<file path="src/logic/tcdm_group_defs.svh">
// ~~~~~~~~~~~~~~~~~~~~~~~~~~~~~~~~~~~~~
// TCDM group sizing macros
// ~~~~~~~~~~~~~~~~~~~~~~~~~~~~~~~~~~~~~

`ifndef TCDM_GROUP_DEFS_SVH
`define TCDM_GROUP_DEFS_SVH

// Tiles in the group, one bank per tile
`define GROUP_NUM_TILES 4

// Width of one data word
`define GROUP_DATA_WIDTH 32

// Width of a word address
`define GROUP_ADDR_WIDTH 16

// Words held by each bank
`define GROUP_BANK_WORDS 64

`endif

</file>
<file path="src/logic/tcdm_group_pkg.sv">
// ~~~~~~~~~~~~~~~~~~~~~~~~~~~~~~~~~~~~~
// TCDM group types for requests and responses
// ~~~~~~~~~~~~~~~~~~~~~~~~~~~~~~~~~~~~~
`default_nettype none

`include "tcdm_group_defs.svh"

package tcdm_group_pkg;

  typedef logic [$clog2(`GROUP_NUM_TILES)-1:0]  tile_idx_t;
  typedef logic [`GROUP_ADDR_WIDTH-1:0]         tcdm_addr_t;
  typedef logic [$clog2(`GROUP_BANK_WORDS)-1:0] bank_row_t;
  typedef logic [`GROUP_DATA_WIDTH-1:0]         data_t;
  typedef logic [`GROUP_DATA_WIDTH/8-1:0]       strb_t;

  // Request as issued by a tile
  typedef struct packed {
    tcdm_addr_t addr;
    logic       wen;
    data_t      wdata;
    strb_t      be;
  } tcdm_req_t;

  // Request as seen by a bank, tagged with its initiator
  typedef struct packed {
    bank_row_t  row;
    tile_idx_t  ini;
    logic       wen;
    data_t      wdata;
    strb_t      be;
  } bank_req_t;

  typedef struct packed {
    tile_idx_t  ini;
    data_t      rdata;
  } bank_resp_t;

  typedef struct packed {
    data_t      rdata;
  } tcdm_resp_t;

endpackage

`default_nettype wire

</file>
<file path="src/logic/tcdm_req_decode.sv">
// ~~~~~~~~~~~~~~~~~~~~~~~~~~~~~~~~~~~~~
// Decode stage, steers tile requests to banks
// ~~~~~~~~~~~~~~~~~~~~~~~~~~~~~~~~~~~~~
`timescale 1ns/10ps
`default_nettype none

`include "tcdm_group_defs.svh"

module tcdm_req_decode
  import tcdm_group_pkg::*;
(
  input  tcdm_req_t [`GROUP_NUM_TILES-1:0]                         req_i,
  input  logic      [`GROUP_NUM_TILES-1:0]                         req_valid_i,
  output logic      [`GROUP_NUM_TILES-1:0]                         req_ready_o,
  output bank_req_t [`GROUP_NUM_TILES-1:0]                         bank_req_o,
  // Indexed [tile][bank]
  output logic      [`GROUP_NUM_TILES-1:0][`GROUP_NUM_TILES-1:0]   bank_valid_o,
  input  logic      [`GROUP_NUM_TILES-1:0][`GROUP_NUM_TILES-1:0]   bank_ready_i
);

  localparam int unsigned TileW = $bits(tile_idx_t);
  localparam int unsigned RowW  = $bits(bank_row_t);

  tile_idx_t [`GROUP_NUM_TILES-1:0] tgt;

  for (genvar t = 0; t < `GROUP_NUM_TILES; t++) begin : gen_tiles
    // Interleaved: low bits pick the bank, next bits the row
    assign tgt[t] = req_i[t].addr[TileW-1:0];

    assign bank_req_o[t].row   = req_i[t].addr[TileW +: RowW];
    assign bank_req_o[t].ini   = tile_idx_t'(t);
    assign bank_req_o[t].wen   = req_i[t].wen;
    assign bank_req_o[t].wdata = req_i[t].wdata;
    assign bank_req_o[t].be    = req_i[t].be;

    for (genvar b = 0; b < `GROUP_NUM_TILES; b++) begin : gen_banks
      assign bank_valid_o[t][b] = req_valid_i[t] && (tgt[t] == tile_idx_t'(b));
    end

    assign req_ready_o[t] = bank_ready_i[t][tgt[t]];

    always_comb begin
      assert ($onehot0(bank_valid_o[t]))
        else $error("tcdm_req_decode: tile %0d steered to several banks", t);
    end
  end

endmodule

`default_nettype wire

</file>
<file path="config.mk">
export PLATFORM = sky130hd
export DESIGN_NAME = tcdm_req_decode
export DESIGN_NICKNAME = d
export VERILOG_FILES = /design/src/logic/tcdm_group_pkg.sv /design/src/logic/tcdm_req_decode.sv
export VERILOG_INCLUDE_DIRS = /design/src /design/src/logic
export SDC_FILE = /design/constraint.sdc
export NUM_CORES = 1
export LEC_CHECK = 0
export BUFFER_PORTS_ARGS = -buffer_cell sky130_fd_sc_hd__buf_4
export CAP_MARGIN = 20
export CORE_AREA = 10 10 160 162
export DETAILED_ROUTE_END_ITERATION = 8
export DIE_AREA = 0 0 170 172
export PLACE_DENSITY_LB_ADDON = 0.1
export RECOVER_POWER = 25
export SYNTH_ARGS = -nofsm -noshare
export SYNTH_HDL_FRONTEND = slang
export SYNTH_SLANG_ARGS = --single-unit
export TNS_END_PERCENT = 20
</file>
<file path="constraint.sdc">
create_clock -name vclk -period 0.8
set_input_delay 0.04 -clock vclk [all_inputs]
set_output_delay 0.04 -clock vclk [all_outputs]
set_load 0.005 [all_outputs]
</file>
==> impl_metrics.ini <==
[power_and_ir_drop]
p_leak_uw = 0.000415
p_per_area_nw_per_um2 = 347
ir_drop_mv = 0.0542

[worst_setup_path]
startpoint_type = primary input
cp_cell_sequence = buf_4, mux4_2, buf_6
cp_slowest_cell = mux4_2
critPathRequiredTime_ns = 0.76
critPathArrivalTime_ns = 0.79
critical-path-top-delay-family = multiplexers
critPathBufInv = 2
cp-startpoint = bank_ready_i[10]
cp_max_fo = 1
cp-end-kind = output port
critPathMaxStageDelay_ns = 0.50
critical_path_class = in -> out

[drt]
wl_per_cell_microns = 11.8
antenna_left = 0
viasPerCell = 1.70
drt_wl_total_microns = 4330
first_iter_violations = 15
drc = 0
vias = 623
firstDrtPassIters = 2

[final_layout]
final_area_sq_um = 1080
mostFrequentLayoutCells = 38 x buf_4, 13 x buf_6, 8 x and3b_2, 8 x conb_1
area_growth_pct = -31.8
final_common_cell = buf_4
nets = 315
clock_buffers = 0
seq_cells = 0
layout-drive-gt1-share_pct = 86.4
layout.cells.non_filler = 366
seq_area_sq_um = 0
diodes = 0

[placed_design]
dp_slack_ns = -0.103
gp_routability_congestion = 0.577
portBuffers = 48
post-place-cells = 365
dpl_cell_area_sq_um = 1010
hpwlAfterDp_microns = 3890

[die]
core-area_sq_um = 22400
die_y_microns = 172
die_w_microns = 170
start_util_pct = 7.10
rows = 55
die_area_sq_um = 29200
ioPinCount = 432

[logic_synthesis]
synthCells = 202
seq_area_frac_synth_pct = 0
ys_warn_count = 0
synth_area_sq_um = 1590
synth_area_per_cell_sq_um = 7.87
synth_cell_type_count = 6

[sta]
fin_ws_ns = -0.0330
finalCritPeriodShare_pct = 104
finalMaxSlewViolations = 0
hold_violations = 0
fin_crit_ns = 0.833
rsz0062_at_grt = true
setup_viol = 1
fin_tns_setup_ns = -0.0330
whs_ns = 0.0800
fmax_ghz = 1.20

[status]
status = finished with violations
failed_checks = setup timing

[worst_hold_path]
holdCritPathClass = in -> out
holdCritStartpoint = req_i[135]

[clock_network]
hold_buffers = 0

[global_route]
grt_pass1_vias = 734
grt_max_degree = 6
grt_pass1_wl_microns = 5420
grt-ovfl-total = 0
antenna_found_initial = 0
groute.usage.overall_pct = 2.49

[run]
maxCapViolations = 0
-- timing repair --
action / CTS / global route
setup endpoints to repair: 4 / 5
setup buffers: 1 / 0
resized for setup: 10 / 8
pin swaps: 0 / 1
-- report_power, final --
part | internal [uW] | switching, uW | total, uW
Combinational | 254 | 122 | 376
Sequential | 0 | 0 | 0
Clock | 0 | 0 | 0
-- area by class of cell --
type | instances | area [sq um]
well taps | 285 | 357
repair buffers | 53 | 462
fillers | 2617 | 21300
multi-input cells | 28 | 265
-- per-stage QoR --
stage / util [%] / total power [uW]
after floorplan: - / 813
after global placement: 4.50 / 353
after detailed placement: 4.50 / 346
after CTS: 4.70 / 376
after global routing: 4.84 / 412
final: 4.84 / 376
-- metal layers --
layer | GRT usage [%] | vias up | routed length [microns]
met5 | 0 | - | 0
li1 | - | 202 | -
met1 | 1.44 | 239 | 823
met4 | 4.00 | 0 | 639
met3 | 1.87 | 78 | 832
met2 | 3.87 | 104 | 2040
-- worst paths after layout --
path	end	slack, ns	cells past startpoint
max	req_ready_o[2]	-0.03	3
min	bank_req_o[119]	0.08	0
-- synthesized netlist by cell type --
cell,count,area share (%)
buf_4,180,85
mux4_2,4,5.7
and3_2,4,1.9
conb_1,2,0.47
and3b_2,8,5.0
nor3b_1,4,1.9
-- cell families (layout without fill, tap and decap cells) --
| logic type | count (synthesis) | after routing | share of synthesized area [%] |
|---|---|---|---|
| and+or+nand+nor | 16 | 16 | 8.82 |
| buffers and inverters | 180 | 53 | 85.0 |
| other | 2 | 8 | 0.473 |
| muxes | 4 | 4 | 5.67 |
No activity file was read; power rests on OpenSTA's default activity.
