File: config.mk
export PLATFORM = sky130hd
export DESIGN_NAME = stream_rr_arbiter
export DESIGN_NICKNAME = d
export VERILOG_FILES = /design/src/logic/stream_rr_arbiter.sv
export SDC_FILE = /design/constraint.sdc
export NUM_CORES = 1
export LEC_CHECK = 0
export BUFFER_PORTS_ARGS = -buffer_cell sky130_fd_sc_hd__buf_2
export CORE_AREA = 5 5 42 44
export DETAILED_ROUTE_END_ITERATION = 16
export DIE_AREA = 0 0 47 49
export GPL_ROUTABILITY_DRIVEN = 0
export PLACE_DENSITY = 0.63
export SETUP_SLACK_MARGIN = 0.1
export SKIP_LAST_GASP = 1
export SYNTH_ARGS = -nofsm -noshare
export SYNTH_HDL_FRONTEND = slang
export SYNTH_SLANG_ARGS = --single-unit
File: constraint.sdc
create_clock -name clk_i -period 2.7 [get_ports clk_i]
set_clock_uncertainty 0.2 [all_clocks]
set_input_delay 0.54 -clock clk_i [delete_from_list [all_inputs] [get_ports clk_i]]
set_output_delay 0.54 -clock clk_i [all_outputs]
set_load 0.05 [all_outputs]
File: src/logic/stream_rr_arbiter.sv
// ~~~~~~~~~~~~~~~~~~~~~~~~~~~~~~~~~~~~~
// Round-robin arbiter over valid/ready streams
// Locks its grant while the output is stalled
// ~~~~~~~~~~~~~~~~~~~~~~~~~~~~~~~~~~~~~
`timescale 1ns/10ps
`default_nettype none

module stream_rr_arbiter #(
  parameter int unsigned NumIn     = 4,
  parameter type         payload_t = logic
) (
  input  logic                     clk_i,
  input  logic                     reset_i,
  input  payload_t [NumIn-1:0]     data_i,
  input  logic     [NumIn-1:0]     valid_i,
  output logic     [NumIn-1:0]     ready_o,
  output payload_t                 data_o,
  output logic                     valid_o,
  input  logic                     ready_i
);

  localparam int unsigned IdxW = (NumIn > 1) ? $clog2(NumIn) : 1;

  typedef logic [IdxW-1:0] idx_t;

  idx_t rr_q;
  idx_t sel_q;
  logic lock_q;
  idx_t arb_idx;
  idx_t sel;

  // First valid input at or after the pointer
  always_comb begin
    int unsigned base;
    int unsigned cand;
    logic        found;
    base    = rr_q;
    found   = 1'b0;
    arb_idx = rr_q;
    for (int unsigned i = 0; i < NumIn; i++) begin
      cand = (base + i) % NumIn;
      if (!found && valid_i[cand]) begin
        found   = 1'b1;
        arb_idx = idx_t'(cand);
      end
    end
  end

  assign sel     = lock_q ? sel_q : arb_idx;
  assign valid_o = lock_q ? valid_i[sel_q] : |valid_i;
  assign data_o  = data_i[sel];

  always_comb begin
    ready_o      = '0;
    ready_o[sel] = valid_o & ready_i;
  end

  always_ff @(posedge clk_i) begin
    if (reset_i) begin
      rr_q   <= '0;
      sel_q  <= '0;
      lock_q <= 1'b0;
    end else if (valid_o) begin
      if (ready_i) begin
        rr_q   <= (sel == idx_t'(NumIn - 1)) ? '0 : sel + 1'b1;
        lock_q <= 1'b0;
      end else begin
        // Stalled, hold this grant
        sel_q  <= sel;
        lock_q <= 1'b1;
      end
    end
  end

  a_ready_onehot: assert property (@(posedge clk_i) disable iff (reset_i)
    $onehot0(ready_o))
    else $error("stream_rr_arbiter: more than one input granted");

  a_stall_stable: assert property (@(posedge clk_i) disable iff (reset_i)
    valid_o && !ready_i |=> valid_o && $stable(data_o))
    else $error("stream_rr_arbiter: output changed while stalled");

endmodule

`default_nettype wire

==> impl_metrics.tcl <==
set metrics [dict create \
    drc 0 \
    final_nets 98 \
    ys_types 31 \
    placementRows 14 \
    hold_viol 0 \
    status "finished, final reports clean" \
    syn-cell-area_um2 438 \
    wl_per_cell_um 13.0 \
    postRouteAntennaNets 0 \
    core_area_mm2 0.00140 \
    antenna_found_initial 0 \
    finalSetupViolCount 0 \
    synthCells 53 \
    via_count 512 \
    io_pins 17 \
    yosys_warnings 0 \
    ir_drop_mv 0.232 \
    crit_path_max_incr_delay_ns 0.26 \
    arrival_ns 1.94 \
    hpwl_um 936 \
    ys_top_cells_by_area "dfxtp_1 23%, mux2i_1 6.9%, mux4_2 5.1%" \
    ys_dominant_reg_cell "dfxtp_1" \
    place_inst 94 \
    fmax_ghz 0.373 \
    min_period_over_period 0.992 \
    grt_pass1_wl_um 2240 \
    cp-endpoint "ready_o[3]" \
    cp.buffers_inverters 3 \
    ys_seq_elements 5 \
    worstPathMaxFanout 5 \
    max-cap-violations 0 \
    path_delay_family "compound AO/OA/AOI/OAI gates" \
    cp.depth 8 \
    dr.pass1.iters 3 \
    ys_seq_area_frac 0.229 \
    portBuffers 16 \
    stdcell_count 101 \
    fillCellCount 137 \
    grt_pass1_vias 548 \
    globalRoute.totalOverflow 0 \
    cts_tree "yes" \
    routed_wl_um 1310 \
    worst_slack_ns 0.0225 \
    cts.sinks 5 \
    dp_slack_ns -0.125 \
    rsz0062_at_grt "true" \
    rr_endpoint "sel_q[0]$_SDFFE_PP0P_" \
    fp.dieH_um 49 \
    reg2regPathDepth 6 \
    path_class "in2out" \
    synth_commonest_cells "5 x dfxtp_1, 4 x inv_1, 4 x nor2_1" \
    cts_buffer_depth 2 \
    synth_top_cell_by_area "dfxtp_1" \
    critical_path.endpoint_type "primary output" \
    cp_slowest_cell "a221oi_2" \
    start_util 0.313 \
    synthDominantCellAreaShare 0.229 \
    fin_total_pwr_w 0.000421 \
    syn-num-nets 65 \
    clockRootBuffer "clkbuf_4" \
    min_path_type "reg2reg" \
    clk_latency_ns 0.24 \
    power.density_mw_per_mm2 515 \
    reg2reg_from "sel_q[0]$_SDFFE_PP0P_" \
    drive_gt1_frac 0.635 \
    grt_usage 0.133 \
    min_period_ns 2.68 \
    area_delta_synth_final_pct 86.6 \
    die-area_mm2 0.00230 \
    synth_area_per_cell_um2 8.26 \
    n_antenna_cell 0 \
    cp.required_ns 1.96 \
    fp.dieW_um 47 \
    crit_chain "buf_6 -> or2_1 -> a221oi_2 -> a32oi_2 -> inv_1 -> ha_2 -> and3_2 -> buf_8" \
    htreeDepth 1 \
    cts.reportedPaths.clkPinSlew_ns 0.04 \
    p_leak_nw 0.354 \
    tightest_slew_ns 0.354 \
    relSlewSlack 0.764 \
    crit_start "valid_i[0]" \
    grt_max_degree 8 \
    numCtsBuffers 3 \
    ys_async_sr_fraction 0 \
    synth_edf_count 0 \
    startpoint_type "input port" \
    fin_util 0.583 \
    via_per_inst 5.07 \
    r2r_slack_ns 0.68 \
    slew_viol_final 0 \
    synth.most_common_cell "dfxtp_1" \
    drtIter0Drc 1 \
]
[worst min-delay path by stage]
stage | slack [ns] | from | cells past startpoint | to
floorplan | 0.25 | sel_q[1]$_SDFFE_PP0P_ | 2 | sel_q[1]$_SDFFE_PP0P_
detailed placement | 0.29 | sel_q[1]$_SDFFE_PP0P_ | 2 | sel_q[1]$_SDFFE_PP0P_
finish | 0.30 | sel_q[1]$_SDFFE_PP0P_ | 2 | sel_q[1]$_SDFFE_PP0P_
global placement | 0.27 | sel_q[1]$_SDFFE_PP0P_ | 2 | sel_q[1]$_SDFFE_PP0P_
global route | 0.34 | sel_q[1]$_SDFFE_PP0P_ | 2 | sel_q[1]$_SDFFE_PP0P_
CTS | 0.30 | sel_q[1]$_SDFFE_PP0P_ | 2 | sel_q[1]$_SDFFE_PP0P_
[sequential cells by signal, indices dropped and copies added (netlist names)]
signal,flops
sel_q,2
rr_q,2
lock_q,1
[power by group]
part | internal [W] | switching (W) | total, W | leakage (nW)
registers | 0.0000832 | 0.0000125 | 0.0000957 | 0.0413
logic | 0.000116 | 0.000125 | 0.000241 | 0.298
clock network | 0.0000558 | 0.0000290 | 0.0000848 | 0.0150
total | 0.000255 | 0.000166 | 0.000421 | 0.354
[layout by cell type, fill, tap and decap left out, types with 2 or more instances in the layout]
cell type  Yosys  routed
buf_4          0      11
o21ai_1        1       2
buf_8          0       2
nand2_1        3       3
dfxtp_1        5       5
buf_2          0       7
nor2_2         0       2
buf_6          1       9
clkbuf_4       0       3
inv_1          4       4
or2b_1         2       2
a21oi_1        3       3
[per-stage QoR]
step                TNS, ns  hold WS (ns)  instance area [µm²]
floorplan           -0.0233         0.245                  457
global placement     -0.144         0.273                  621
detailed placement   -0.243         0.285                  621
CTS                       0         0.298                  767
global route         -0.117         0.336                  817
finish                    0         0.296                  817
[routing by layer]
layer	routed length, µm	vias to the layer above	track usage
met4	30	0	0.0829
met5	0	-	0
li1	-	259	-
met1	529	227	0.153
met3	97	4	0.0295
met2	652	22	0.210
[cell families (layout without fill, tap and decap cells)]
logic type | Yosys count | in the layout | share of synthesized area
AO/OA/AOI/OAI | 14 | 14 | 0.260
adder cells (fa/ha/maj) | 1 | 1 | 0.0286
buffers and inverters | 5 | 37 | 0.0600
flip-flops | 5 | 5 | 0.229
multiplexers | 4 | 4 | 0.120
AND/OR/NAND/NOR | 24 | 24 | 0.303
[final cells by class]
class | count | area (µm²) | share of cell area
Timing Repair Buffer | 29 | 249 | 0.305
Tap cell | 16 | 20.0 | 0.0245
Sequential cell | 5 | 100 | 0.123
Inverter | 4 | 15.0 | 0.0184
Clock buffer | 4 | 26.3 | 0.0322
Multi-Input combinational cell | 43 | 407 | 0.498
[what timing repair did]
item	4_1_cts	5_1_grt
pin swaps	2	3
hold buffers	0	0
resized for setup	32	9
endpoints found under the setup margin	6	6
buffers inserted	1	2
cloned	0	0
[worst min-delay path, cell delays in order (launching register included)]
cell     delay (ns)
dfxtp_1        0.32
nand2_1        0.06
a21oi_1        0.06
(Power assumes the default switching activity.)
