## src/logic/tcdm_group_defs.svh

```systemverilog
// ~~~~~~~~~~~~~~~~~~~~~~~~~~~~~~~~~~~~~
// TCDM group sizing macros
// ~~~~~~~~~~~~~~~~~~~~~~~~~~~~~~~~~~~~~

`ifndef TCDM_GROUP_DEFS_SVH
`define TCDM_GROUP_DEFS_SVH

// Tiles in the group, one bank per tile
`define GROUP_NUM_TILES 4

// Width of one data word
`define GROUP_DATA_WIDTH 32

// Width of a word address
`define GROUP_ADDR_WIDTH 16

// Words held by each bank
`define GROUP_BANK_WORDS 64

`endif

```

## src/logic/tcdm_group_pkg.sv

```systemverilog
// ~~~~~~~~~~~~~~~~~~~~~~~~~~~~~~~~~~~~~
// TCDM group types for requests and responses
// ~~~~~~~~~~~~~~~~~~~~~~~~~~~~~~~~~~~~~
`default_nettype none

`include "tcdm_group_defs.svh"

package tcdm_group_pkg;

  typedef logic [$clog2(`GROUP_NUM_TILES)-1:0]  tile_idx_t;
  typedef logic [`GROUP_ADDR_WIDTH-1:0]         tcdm_addr_t;
  typedef logic [$clog2(`GROUP_BANK_WORDS)-1:0] bank_row_t;
  typedef logic [`GROUP_DATA_WIDTH-1:0]         data_t;
  typedef logic [`GROUP_DATA_WIDTH/8-1:0]       strb_t;

  // Request as issued by a tile
  typedef struct packed {
    tcdm_addr_t addr;
    logic       wen;
    data_t      wdata;
    strb_t      be;
  } tcdm_req_t;

  // Request as seen by a bank, tagged with its initiator
  typedef struct packed {
    bank_row_t  row;
    tile_idx_t  ini;
    logic       wen;
    data_t      wdata;
    strb_t      be;
  } bank_req_t;

  typedef struct packed {
    tile_idx_t  ini;
    data_t      rdata;
  } bank_resp_t;

  typedef struct packed {
    data_t      rdata;
  } tcdm_resp_t;

endpackage

`default_nettype wire

```

## src/logic/stream_rr_arbiter.sv

```systemverilog
// ~~~~~~~~~~~~~~~~~~~~~~~~~~~~~~~~~~~~~
// Round-robin arbiter over valid/ready streams
// Locks its grant while the output is stalled
// ~~~~~~~~~~~~~~~~~~~~~~~~~~~~~~~~~~~~~
`timescale 1ns/10ps
`default_nettype none

module stream_rr_arbiter #(
  parameter int unsigned NumIn     = 4,
  parameter type         payload_t = logic
) (
  input  logic                     clk_i,
  input  logic                     reset_i,
  input  payload_t [NumIn-1:0]     data_i,
  input  logic     [NumIn-1:0]     valid_i,
  output logic     [NumIn-1:0]     ready_o,
  output payload_t                 data_o,
  output logic                     valid_o,
  input  logic                     ready_i
);

  localparam int unsigned IdxW = (NumIn > 1) ? $clog2(NumIn) : 1;

  typedef logic [IdxW-1:0] idx_t;

  idx_t rr_q;
  idx_t sel_q;
  logic lock_q;
  idx_t arb_idx;
  idx_t sel;

  // First valid input at or after the pointer
  always_comb begin
    int unsigned base;
    int unsigned cand;
    logic        found;
    base    = rr_q;
    found   = 1'b0;
    arb_idx = rr_q;
    for (int unsigned i = 0; i < NumIn; i++) begin
      cand = (base + i) % NumIn;
      if (!found && valid_i[cand]) begin
        found   = 1'b1;
        arb_idx = idx_t'(cand);
      end
    end
  end

  assign sel     = lock_q ? sel_q : arb_idx;
  assign valid_o = lock_q ? valid_i[sel_q] : |valid_i;
  assign data_o  = data_i[sel];

  always_comb begin
    ready_o      = '0;
    ready_o[sel] = valid_o & ready_i;
  end

  always_ff @(posedge clk_i) begin
    if (reset_i) begin
      rr_q   <= '0;
      sel_q  <= '0;
      lock_q <= 1'b0;
    end else if (valid_o) begin
      if (ready_i) begin
        rr_q   <= (sel == idx_t'(NumIn - 1)) ? '0 : sel + 1'b1;
        lock_q <= 1'b0;
      end else begin
        // Stalled, hold this grant
        sel_q  <= sel;
        lock_q <= 1'b1;
      end
    end
  end

  a_ready_onehot: assert property (@(posedge clk_i) disable iff (reset_i)
    $onehot0(ready_o))
    else $error("stream_rr_arbiter: more than one input granted");

  a_stall_stable: assert property (@(posedge clk_i) disable iff (reset_i)
    valid_o && !ready_i |=> valid_o && $stable(data_o))
    else $error("stream_rr_arbiter: output changed while stalled");

endmodule

`default_nettype wire

```

## src/logic/tcdm_resp_route.sv

```systemverilog
// ~~~~~~~~~~~~~~~~~~~~~~~~~~~~~~~~~~~~~
// Result stage, returns bank responses
// to the tiles that asked
// ~~~~~~~~~~~~~~~~~~~~~~~~~~~~~~~~~~~~~
`timescale 1ns/10ps
`default_nettype none

`include "tcdm_group_defs.svh"

module tcdm_resp_route
  import tcdm_group_pkg::*;
(
  input  logic                                    clk_i,
  input  logic                                    reset_i,
  input  bank_resp_t [`GROUP_NUM_TILES-1:0]       bank_resp_i,
  input  logic       [`GROUP_NUM_TILES-1:0]       bank_valid_i,
  output logic       [`GROUP_NUM_TILES-1:0]       bank_ready_o,
  output tcdm_resp_t [`GROUP_NUM_TILES-1:0]       resp_o,
  output logic       [`GROUP_NUM_TILES-1:0]       resp_valid_o,
  input  logic       [`GROUP_NUM_TILES-1:0]       resp_ready_i
);

  // Indexed [tile][bank]
  logic       [`GROUP_NUM_TILES-1:0][`GROUP_NUM_TILES-1:0] tile_valid;
  logic       [`GROUP_NUM_TILES-1:0][`GROUP_NUM_TILES-1:0] tile_ready;
  bank_resp_t [`GROUP_NUM_TILES-1:0]                       tile_resp;

  for (genvar t = 0; t < `GROUP_NUM_TILES; t++) begin : gen_tiles
    for (genvar b = 0; b < `GROUP_NUM_TILES; b++) begin : gen_banks
      assign tile_valid[t][b] = bank_valid_i[b] && (bank_resp_i[b].ini == tile_idx_t'(t));
    end

    stream_rr_arbiter #(
      .NumIn    (`GROUP_NUM_TILES),
      .payload_t(bank_resp_t     )
    ) i_resp_arb (
      .clk_i  (clk_i          ),
      .reset_i(reset_i        ),
      .data_i (bank_resp_i    ),
      .valid_i(tile_valid[t]  ),
      .ready_o(tile_ready[t]  ),
      .data_o (tile_resp[t]   ),
      .valid_o(resp_valid_o[t]),
      .ready_i(resp_ready_i[t])
    );

    // Initiator index is dropped on the way out
    assign resp_o[t].rdata = tile_resp[t].rdata;
  end

  // Only the named tile can grant, so an OR is enough
  always_comb begin
    bank_ready_o = '0;
    for (int unsigned t = 0; t < `GROUP_NUM_TILES; t++) begin
      bank_ready_o = bank_ready_o | tile_ready[t];
    end
  end

endmodule

`default_nettype wire

```

## config.mk

```make
export PLATFORM = sky130hd
export DESIGN_NAME = tcdm_resp_route
export DESIGN_NICKNAME = d
export VERILOG_FILES = /design/src/logic/tcdm_group_pkg.sv /design/src/logic/stream_rr_arbiter.sv /design/src/logic/tcdm_resp_route.sv
export VERILOG_INCLUDE_DIRS = /design/src /design/src/logic
export SDC_FILE = /design/constraint.sdc
export NUM_CORES = 1
export LEC_CHECK = 0
export BUFFER_PORTS_ARGS = -buffer_cell sky130_fd_sc_hd__buf_2
export CAP_MARGIN = 20
export CORE_ASPECT_RATIO = 0.9
export CORE_UTILIZATION = 40
export CTS_CLUSTER_SIZE = 8
export DETAILED_ROUTE_END_ITERATION = 7
export PLACE_DENSITY = 0.68
export SYNTH_ARGS = -nofsm -noshare
export SYNTH_HDL_FRONTEND = slang
export SYNTH_SLANG_ARGS = --single-unit
```

## constraint.sdc

```tcl
create_clock -name clk_i -period 6.75 [get_ports clk_i]
set_clock_uncertainty 0.2 [all_clocks]
set_input_delay 0 -clock clk_i [delete_from_list [all_inputs] [get_ports clk_i]]
set_output_delay 0 -clock clk_i [all_outputs]
set_load 0.01 [all_outputs]
```

==> run metrics, run 1 <==
gr usage total=25.9%; tightest hold margin=158 ps; final worst path period need=3320 ps; vias=7,459; final hold violation count=0; vias in the first global route=6,701; Syn Nets=950; Post-Place Cell Area=7970 um2; Leak=3.84 nW; Setup CP Type=reg -> out; status=finished, final reports clean; global-route wire length before repair=35.2 mm; top cells by count, synth=mux2i_1 (302), nand2_1 (79), a32oi_1 (35); CTS root buf=clkbuf_16; Final Util=50.4%; chip width=137 um; worst vdd ir=0.105 mV; PortBufs=281; post-synth top area share=45.9%; final count of negative-setup-slack endpoints=0; setup TNS=0 ps; Routed WL per cell=19.1 um; CP max stage delay=770 ps; initial antenna violation count=0; total CTS buffers=3; Overall Power=2.00 mW; WP buf/inv=3; Routed Antenna Nets=0; worst-path maximum fanout=54; Async SR Flop Fraction=0%; FMAX=0.301 GHz; clock latency on the worst-skew pair=260 ps; Placeable Area=16,100 um2; FF/Latch Area=403 um2; total global routing overflow=0; post-CTS setup buffers=0; RSZ-0062 raised after global routing=false; startpoint types=flop; Final Cycle Share=49.2%; Synth area leaders=mux2i_1 (46%), dfxtp_1 (6.1%), mux2_2 (5.5%); routability cong.=0.861; layout net count=1,178; CP Cell Sequence=and4b_1, a311oi_1, o21ai_1, nand3_1, clkinv_2, buf_4, mux2i_1, mux2i_1, buf_2; Req. time, crit path=6550 ps; HPWL after detailed placement=16.6 mm; final WL=23.4 mm; largest net degree at the start of global routing=66; slew margin rel.=28.7%; # Max-Cap Violations=0; Post-synth EDFFs=0; Post-Syn Instances=794; die area=17,000 um2; most used cell, CP=mux2i_1; Ys Warns=0; Unique masters post-synth=71; CP top delay family=buffers and inverters; Most used DFF post-synth=dfxtp_1; sequential fraction of the synthesis area=6.08%; synthesized cell area=6590 um2; Mapped Avg Cell Area=8.29 um2; cell area power density=246 nW/um2; area grow syn2layout=23.4%; fillers=1,593; Critical Path End Type=primary output; Slew @ Worst Pin=1070 ps; htree depth=1; largest area contributor in the netlist=mux2i_1; Starting Density=40.8%; most common cell in the synthesized netlist=mux2i_1; initial DRC count=565; diode count=0; DRC=0; Slew Limit Fails=0; clk slew on worst S/H paths=60 ps; Die Ht=124 um; CTS tree=yes; Final Cell Area=8130 um2; Crit-path slowest cell=buf_4; CP arrival=3120 ps; area of the multi-input gates=5780 um2; Avg Vias per Cell=6.07; Clock Sinks=20; row cnt=44; clock buffer depth=2; worst min-delay path category=in -> out; fraction of layout cells with a size suffix above 1=34.3%; I/O pin count=282; drt first pass iters=5; Synth Register Bits=20
## metrics by stage
| step | setup WS [ps] | instances |
|---|---|---|
| 2_1_floorplan | 4450 | 794 |
| 3_3_place_gp | 3810 | 1217 |
| 3_5_place_dp | 3710 | 1217 |
| 4_1_cts | 3460 | 1228 |
| 5_1_grt | 3270 | 1228 |
| 6_report | 3430 | 1228 |
## logic make-up (layout without fill, tap and decap cells)
logic type | count (synthesis) | in the layout | share of synthesized area, %
muxes | 336 | 336 | 52.1
buffers and inverters | 87 | 314 | 7.32
and+or+nand+nor | 177 | 177 | 13.7
adders and majority gates | 10 | 10 | 1.90
DFF | 20 | 20 | 6.08
AOI/OAI and AO/OA | 164 | 164 | 19.0
## path summary, 6_finish.rpt
| path | depth (start not counted) | start | slack [ps] | end |
|---|---|---|---|---|
| max reg2reg | 7 | gen_tiles[0].i_resp_arb.lock_q | 3940 | gen_tiles[0].i_resp_arb.rr_q[1] |
| min | 4 | bank_resp_i[121] | 160 | resp_o[19] |
| max | 9 | gen_tiles[1].i_resp_arb.rr_q[1] | 3430 | resp_o[55] |
| min reg2reg | 2 | gen_tiles[1].i_resp_arb.rr_q[0] | 290 | gen_tiles[1].i_resp_arb.rr_q[0] |
## placed cells by master, fill, tap and decap left out, drive strengths merged, types with 5 or more instances in the layout
cell type,n
a32oi,35
nor3b,5
o21ai,14
nor2b,5
a22oi,33
nor3,8
buf,291
a21oi,9
ha,10
nor2,36
and3b,7
nand2,79
dlygate4sd3,7
nand3,5
mux2i,302
dfxtp,20
a31oi,33
nand2b,6
inv,10
mux2,32
nand3b,7
## state kept, by name, indices dropped and copies added, names as in the netlist
register	cells
gen_tiles.i_resp_arb.rr_q	8
gen_tiles.i_resp_arb.sel_q	8
gen_tiles.i_resp_arb.lock_q	4
## routing by layer
metal,vias up,track usage (%),routed length (um)
li1,3536,-,-
met1,3568,35.2,10400
met2,337,44.5,11100
met3,18,3.22,1680
met4,0,3.43,185
met5,-,0,0
## power by group
part	switching, mW	internal, mW
clock	0.0476	0.0905
combinational	0.943	0.738
sequential	0.0442	0.136
total	1.03	0.964
## layout make-up
cell class / count / share of cell area, %
Multi-Input combinational cell: 687 / 71.1
Timing Repair Buffer: 298 / 19.1
Sequential cell: 20 / 4.96
Tap cell: 207 / 3.19
Clock buffer: 4 / 1.09
Inverter: 12 / 0.585
## worst register-to-register path, stage by stage (launching register included)
cell and delay, ps:
dfxtp_2 1010, nand2b_1 260, o21ai_4 100, buf_4 540, inv_1 110, ha_1 300, mux2i_1 130, nor2_1 50
## what timing repair did
action / in CTS / in global routing
hold endpoints to repair: 20 / 0
hold buffers: 7 / 0
gates resized for setup: 0 / 0
No activity file was read; power rests on OpenSTA's default activity.
==> run 2, diff against run 1 <==
==> constraint.sdc (replaced) <==
create_clock -name clk_i -period 3.22 [get_ports clk_i]
set_clock_uncertainty 0.2 [all_clocks]
set_input_delay 0 -clock clk_i [delete_from_list [all_inputs] [get_ports clk_i]]
set_output_delay 0 -clock clk_i [all_outputs]
set_load 0.01 [all_outputs]
==> run 2 against run 1 <==
Final cell count is 1.3% higher. Register-to-register slack worse by 3400 ps. Global-route usage is 0.66 points higher. Sequential power is 100% higher. Setup slack worse by 3000 ps. Utilization is 0.99 points higher. Power is 110% higher. Sequential share of layout area is 0.096 points lower. Final area is 2.0% higher. Via count is 2.9% higher. Combinational power is 120% higher. Critical path type unchanged.
==> run metrics, run 2 (synthesis gave the netlist of run 1 again) <==
status=finished, final reports clean (unchanged); final count of negative-setup-slack endpoints=0 (unchanged); Routed Antenna Nets=0 (unchanged); vias in the first global route=6,851 (was 6,701); commonest non-fill, non-tap cells in the layout=mux2i_1 (302), buf_2 (281), nand2_1 (79), nor2_1 (34) (unchanged); FMAX=0.357 GHz; total CTS buffers=3 (unchanged); Placement Setup Slack=755 ps (was 3710 ps); Die Ht=124 um (unchanged); Final Cycle Share=86.9%; I/O pin count=282 (unchanged); DRC=0 (unchanged); clk slew on worst S/H paths=60 ps (about the same); final worst path period need=2800 ps; Routed WL per cell=19.5 um (was 19.1 um); # Max-Cap Violations=0 (unchanged); initial DRC count=523 (was 565); clock latency on the worst-skew pair=250 ps (was 260 ps); worst r2r src=gen_tiles[2].i_resp_arb.sel_q[1] (was gen_tiles[0].i_resp_arb.lock_q); Final Cell Area=8290 um2 (was 8130 um2); Overall Power=4.29 mW (was 2.00 mW); hold buffers post-CTS=8 (was 7); Slew Limit Fails=0 (unchanged); Avg Vias per Cell=6.17 (was 6.07); CP Launch Point=gen_tiles[0].i_resp_arb.rr_q[1] (was gen_tiles[1].i_resp_arb.rr_q[1]); PortBufs=281 (unchanged); setup TNS=0 ps (unchanged); clock buffer depth=2 (unchanged); layout net count=1,194 (was 1,178); Placeable Area=16,100 um2 (unchanged); CP Cell Sequence=nor4b_1, o221ai_1, o221a_4, nand2b_2, buf_12, o32ai_1, a211o_1, buf_2 (was and4b_1, a311oi_1, o21ai_1, nand3_1, clkinv_2, buf_4, mux2i_1, mux2i_1, buf_2); initial antenna violation count=0 (unchanged); largest net degree at the start of global routing=42 (was 66); Leak=3.93 nW (was 3.84 nW); vias=7,678 (was 7,459); die area=17,000 um2 (unchanged); drt first pass iters=5 (unchanged); Worst Hold Launch=bank_resp_i[113] (was bank_resp_i[121]); CP arrival=2600 ps (was 3120 ps); gr usage total=26.5% (was 25.9%); row cnt=44 (unchanged); tightest hold margin=154 ps (was 158 ps); HPWL after detailed placement=18.1 mm (was 16.6 mm); htree depth=1 (unchanged); diode count=0 (unchanged); total global routing overflow=0 (unchanged); RSZ-0062 raised after global routing=false (unchanged); Starting Density=40.8% (unchanged); post-CTS setup buffers=0 (unchanged); fraction of layout cells with a size suffix above 1=35.2% (was 34.3%); Setup CP Type=reg -> out (unchanged); startpoint types=flop (unchanged); CTS resizes=0 (unchanged); final hold violation count=0 (unchanged); non-filler instance count after layout=1,244 (was 1,228); chip width=137 um (unchanged); R2R depth=7 (unchanged); slew margin rel.=53.1% (was 28.7%); Clock Sinks=20 (unchanged); final WL=24.2 mm (was 23.4 mm); setup slack after layout=422 ps (was 3430 ps); biggest regs=gen_tiles.i_resp_arb.rr_q (8), gen_tiles.i_resp_arb.sel_q (8), gen_tiles.i_resp_arb.lock_q (4) (unchanged); Hold Path Depth=4 (unchanged); CTS root buf=clkbuf_16 (unchanged); Req. time, crit path=3020 ps (was 6550 ps); worst vdd ir=0.230 mV (was 0.105 mV); commonest non-fill, non-tap cell in the layout=mux2i_1 (unchanged); Slew @ Worst Pin=703 ps (was 1070 ps); Crit-path slowest cell=nor4b_1 (was buf_4); cell area power density=517 nW/um2 (was 246 nW/um2); area grow syn2layout=25.9% (was 23.4%); worst-path maximum fanout=21 (was 54); Final Util=51.4% (was 50.4%); worst min-delay path category=in -> out (unchanged); Post-Place Cell Area=8120 um2 (was 7970 um2); CP max stage delay=420 ps (was 770 ps); Critical Path End Type=primary output (unchanged); placed insts=1,232 (was 1,217); routability cong.=0.892 (was 0.861); global-route wire length before repair=35.9 mm (was 35.2 mm); CTS tree=yes (unchanged)
## run 2: cell types whose count changed in the layout (fill, tap and decap cells not counted)
cell	previous run	this run
buf_4	10	22
dlygate4sd3_1	7	8
buf_12	0	3
## run 2: worst paths after layout
| path | slack, ps | to |
|---|---|---|
| min reg2reg | 290 | gen_tiles[1].i_resp_arb.rr_q[0] |
| max reg2reg | 590 | gen_tiles[2].i_resp_arb.lock_q |
| min | 150 | resp_o[11] |
| max | 420 | bank_ready_o[1] |
## run 2: metal layers
layer	global-route usage (%)	wire length, um	vias to the layer above
met5	0	0	-
met4	7.42	495	0
met1	34.2	10300	3621
li1	-	-	3581
met3	3.46	1990	57
met2	46.1	11400	419
## run 2: worst max-delay path: cells and delay by family (launching register included)
kind	cells	cell delay, ps
buffers and inverters	2	380
and+or+nand+nor	2	720
AOI/OAI and AO/OA	4	890
DFF	1	350
## run 2: power by group
part	internal [mW]	total (mW)	switching, mW	leakage, nW
combinational	1.61	3.63	2.02	3.72
clock	0.190	0.286	0.0964	0.0442
sequential	0.285	0.368	0.0823	0.165
## run 2: area by class of cell
cell class                      instances  area, um2
Inverter                               12       47.5
Multi-Input combinational cell        687       5780
Clock buffer                            4       88.8
Fill cell                            1582       7840
Sequential cell                        20        403
Timing Repair Buffer                  314       1710
Tap cell                              207        259
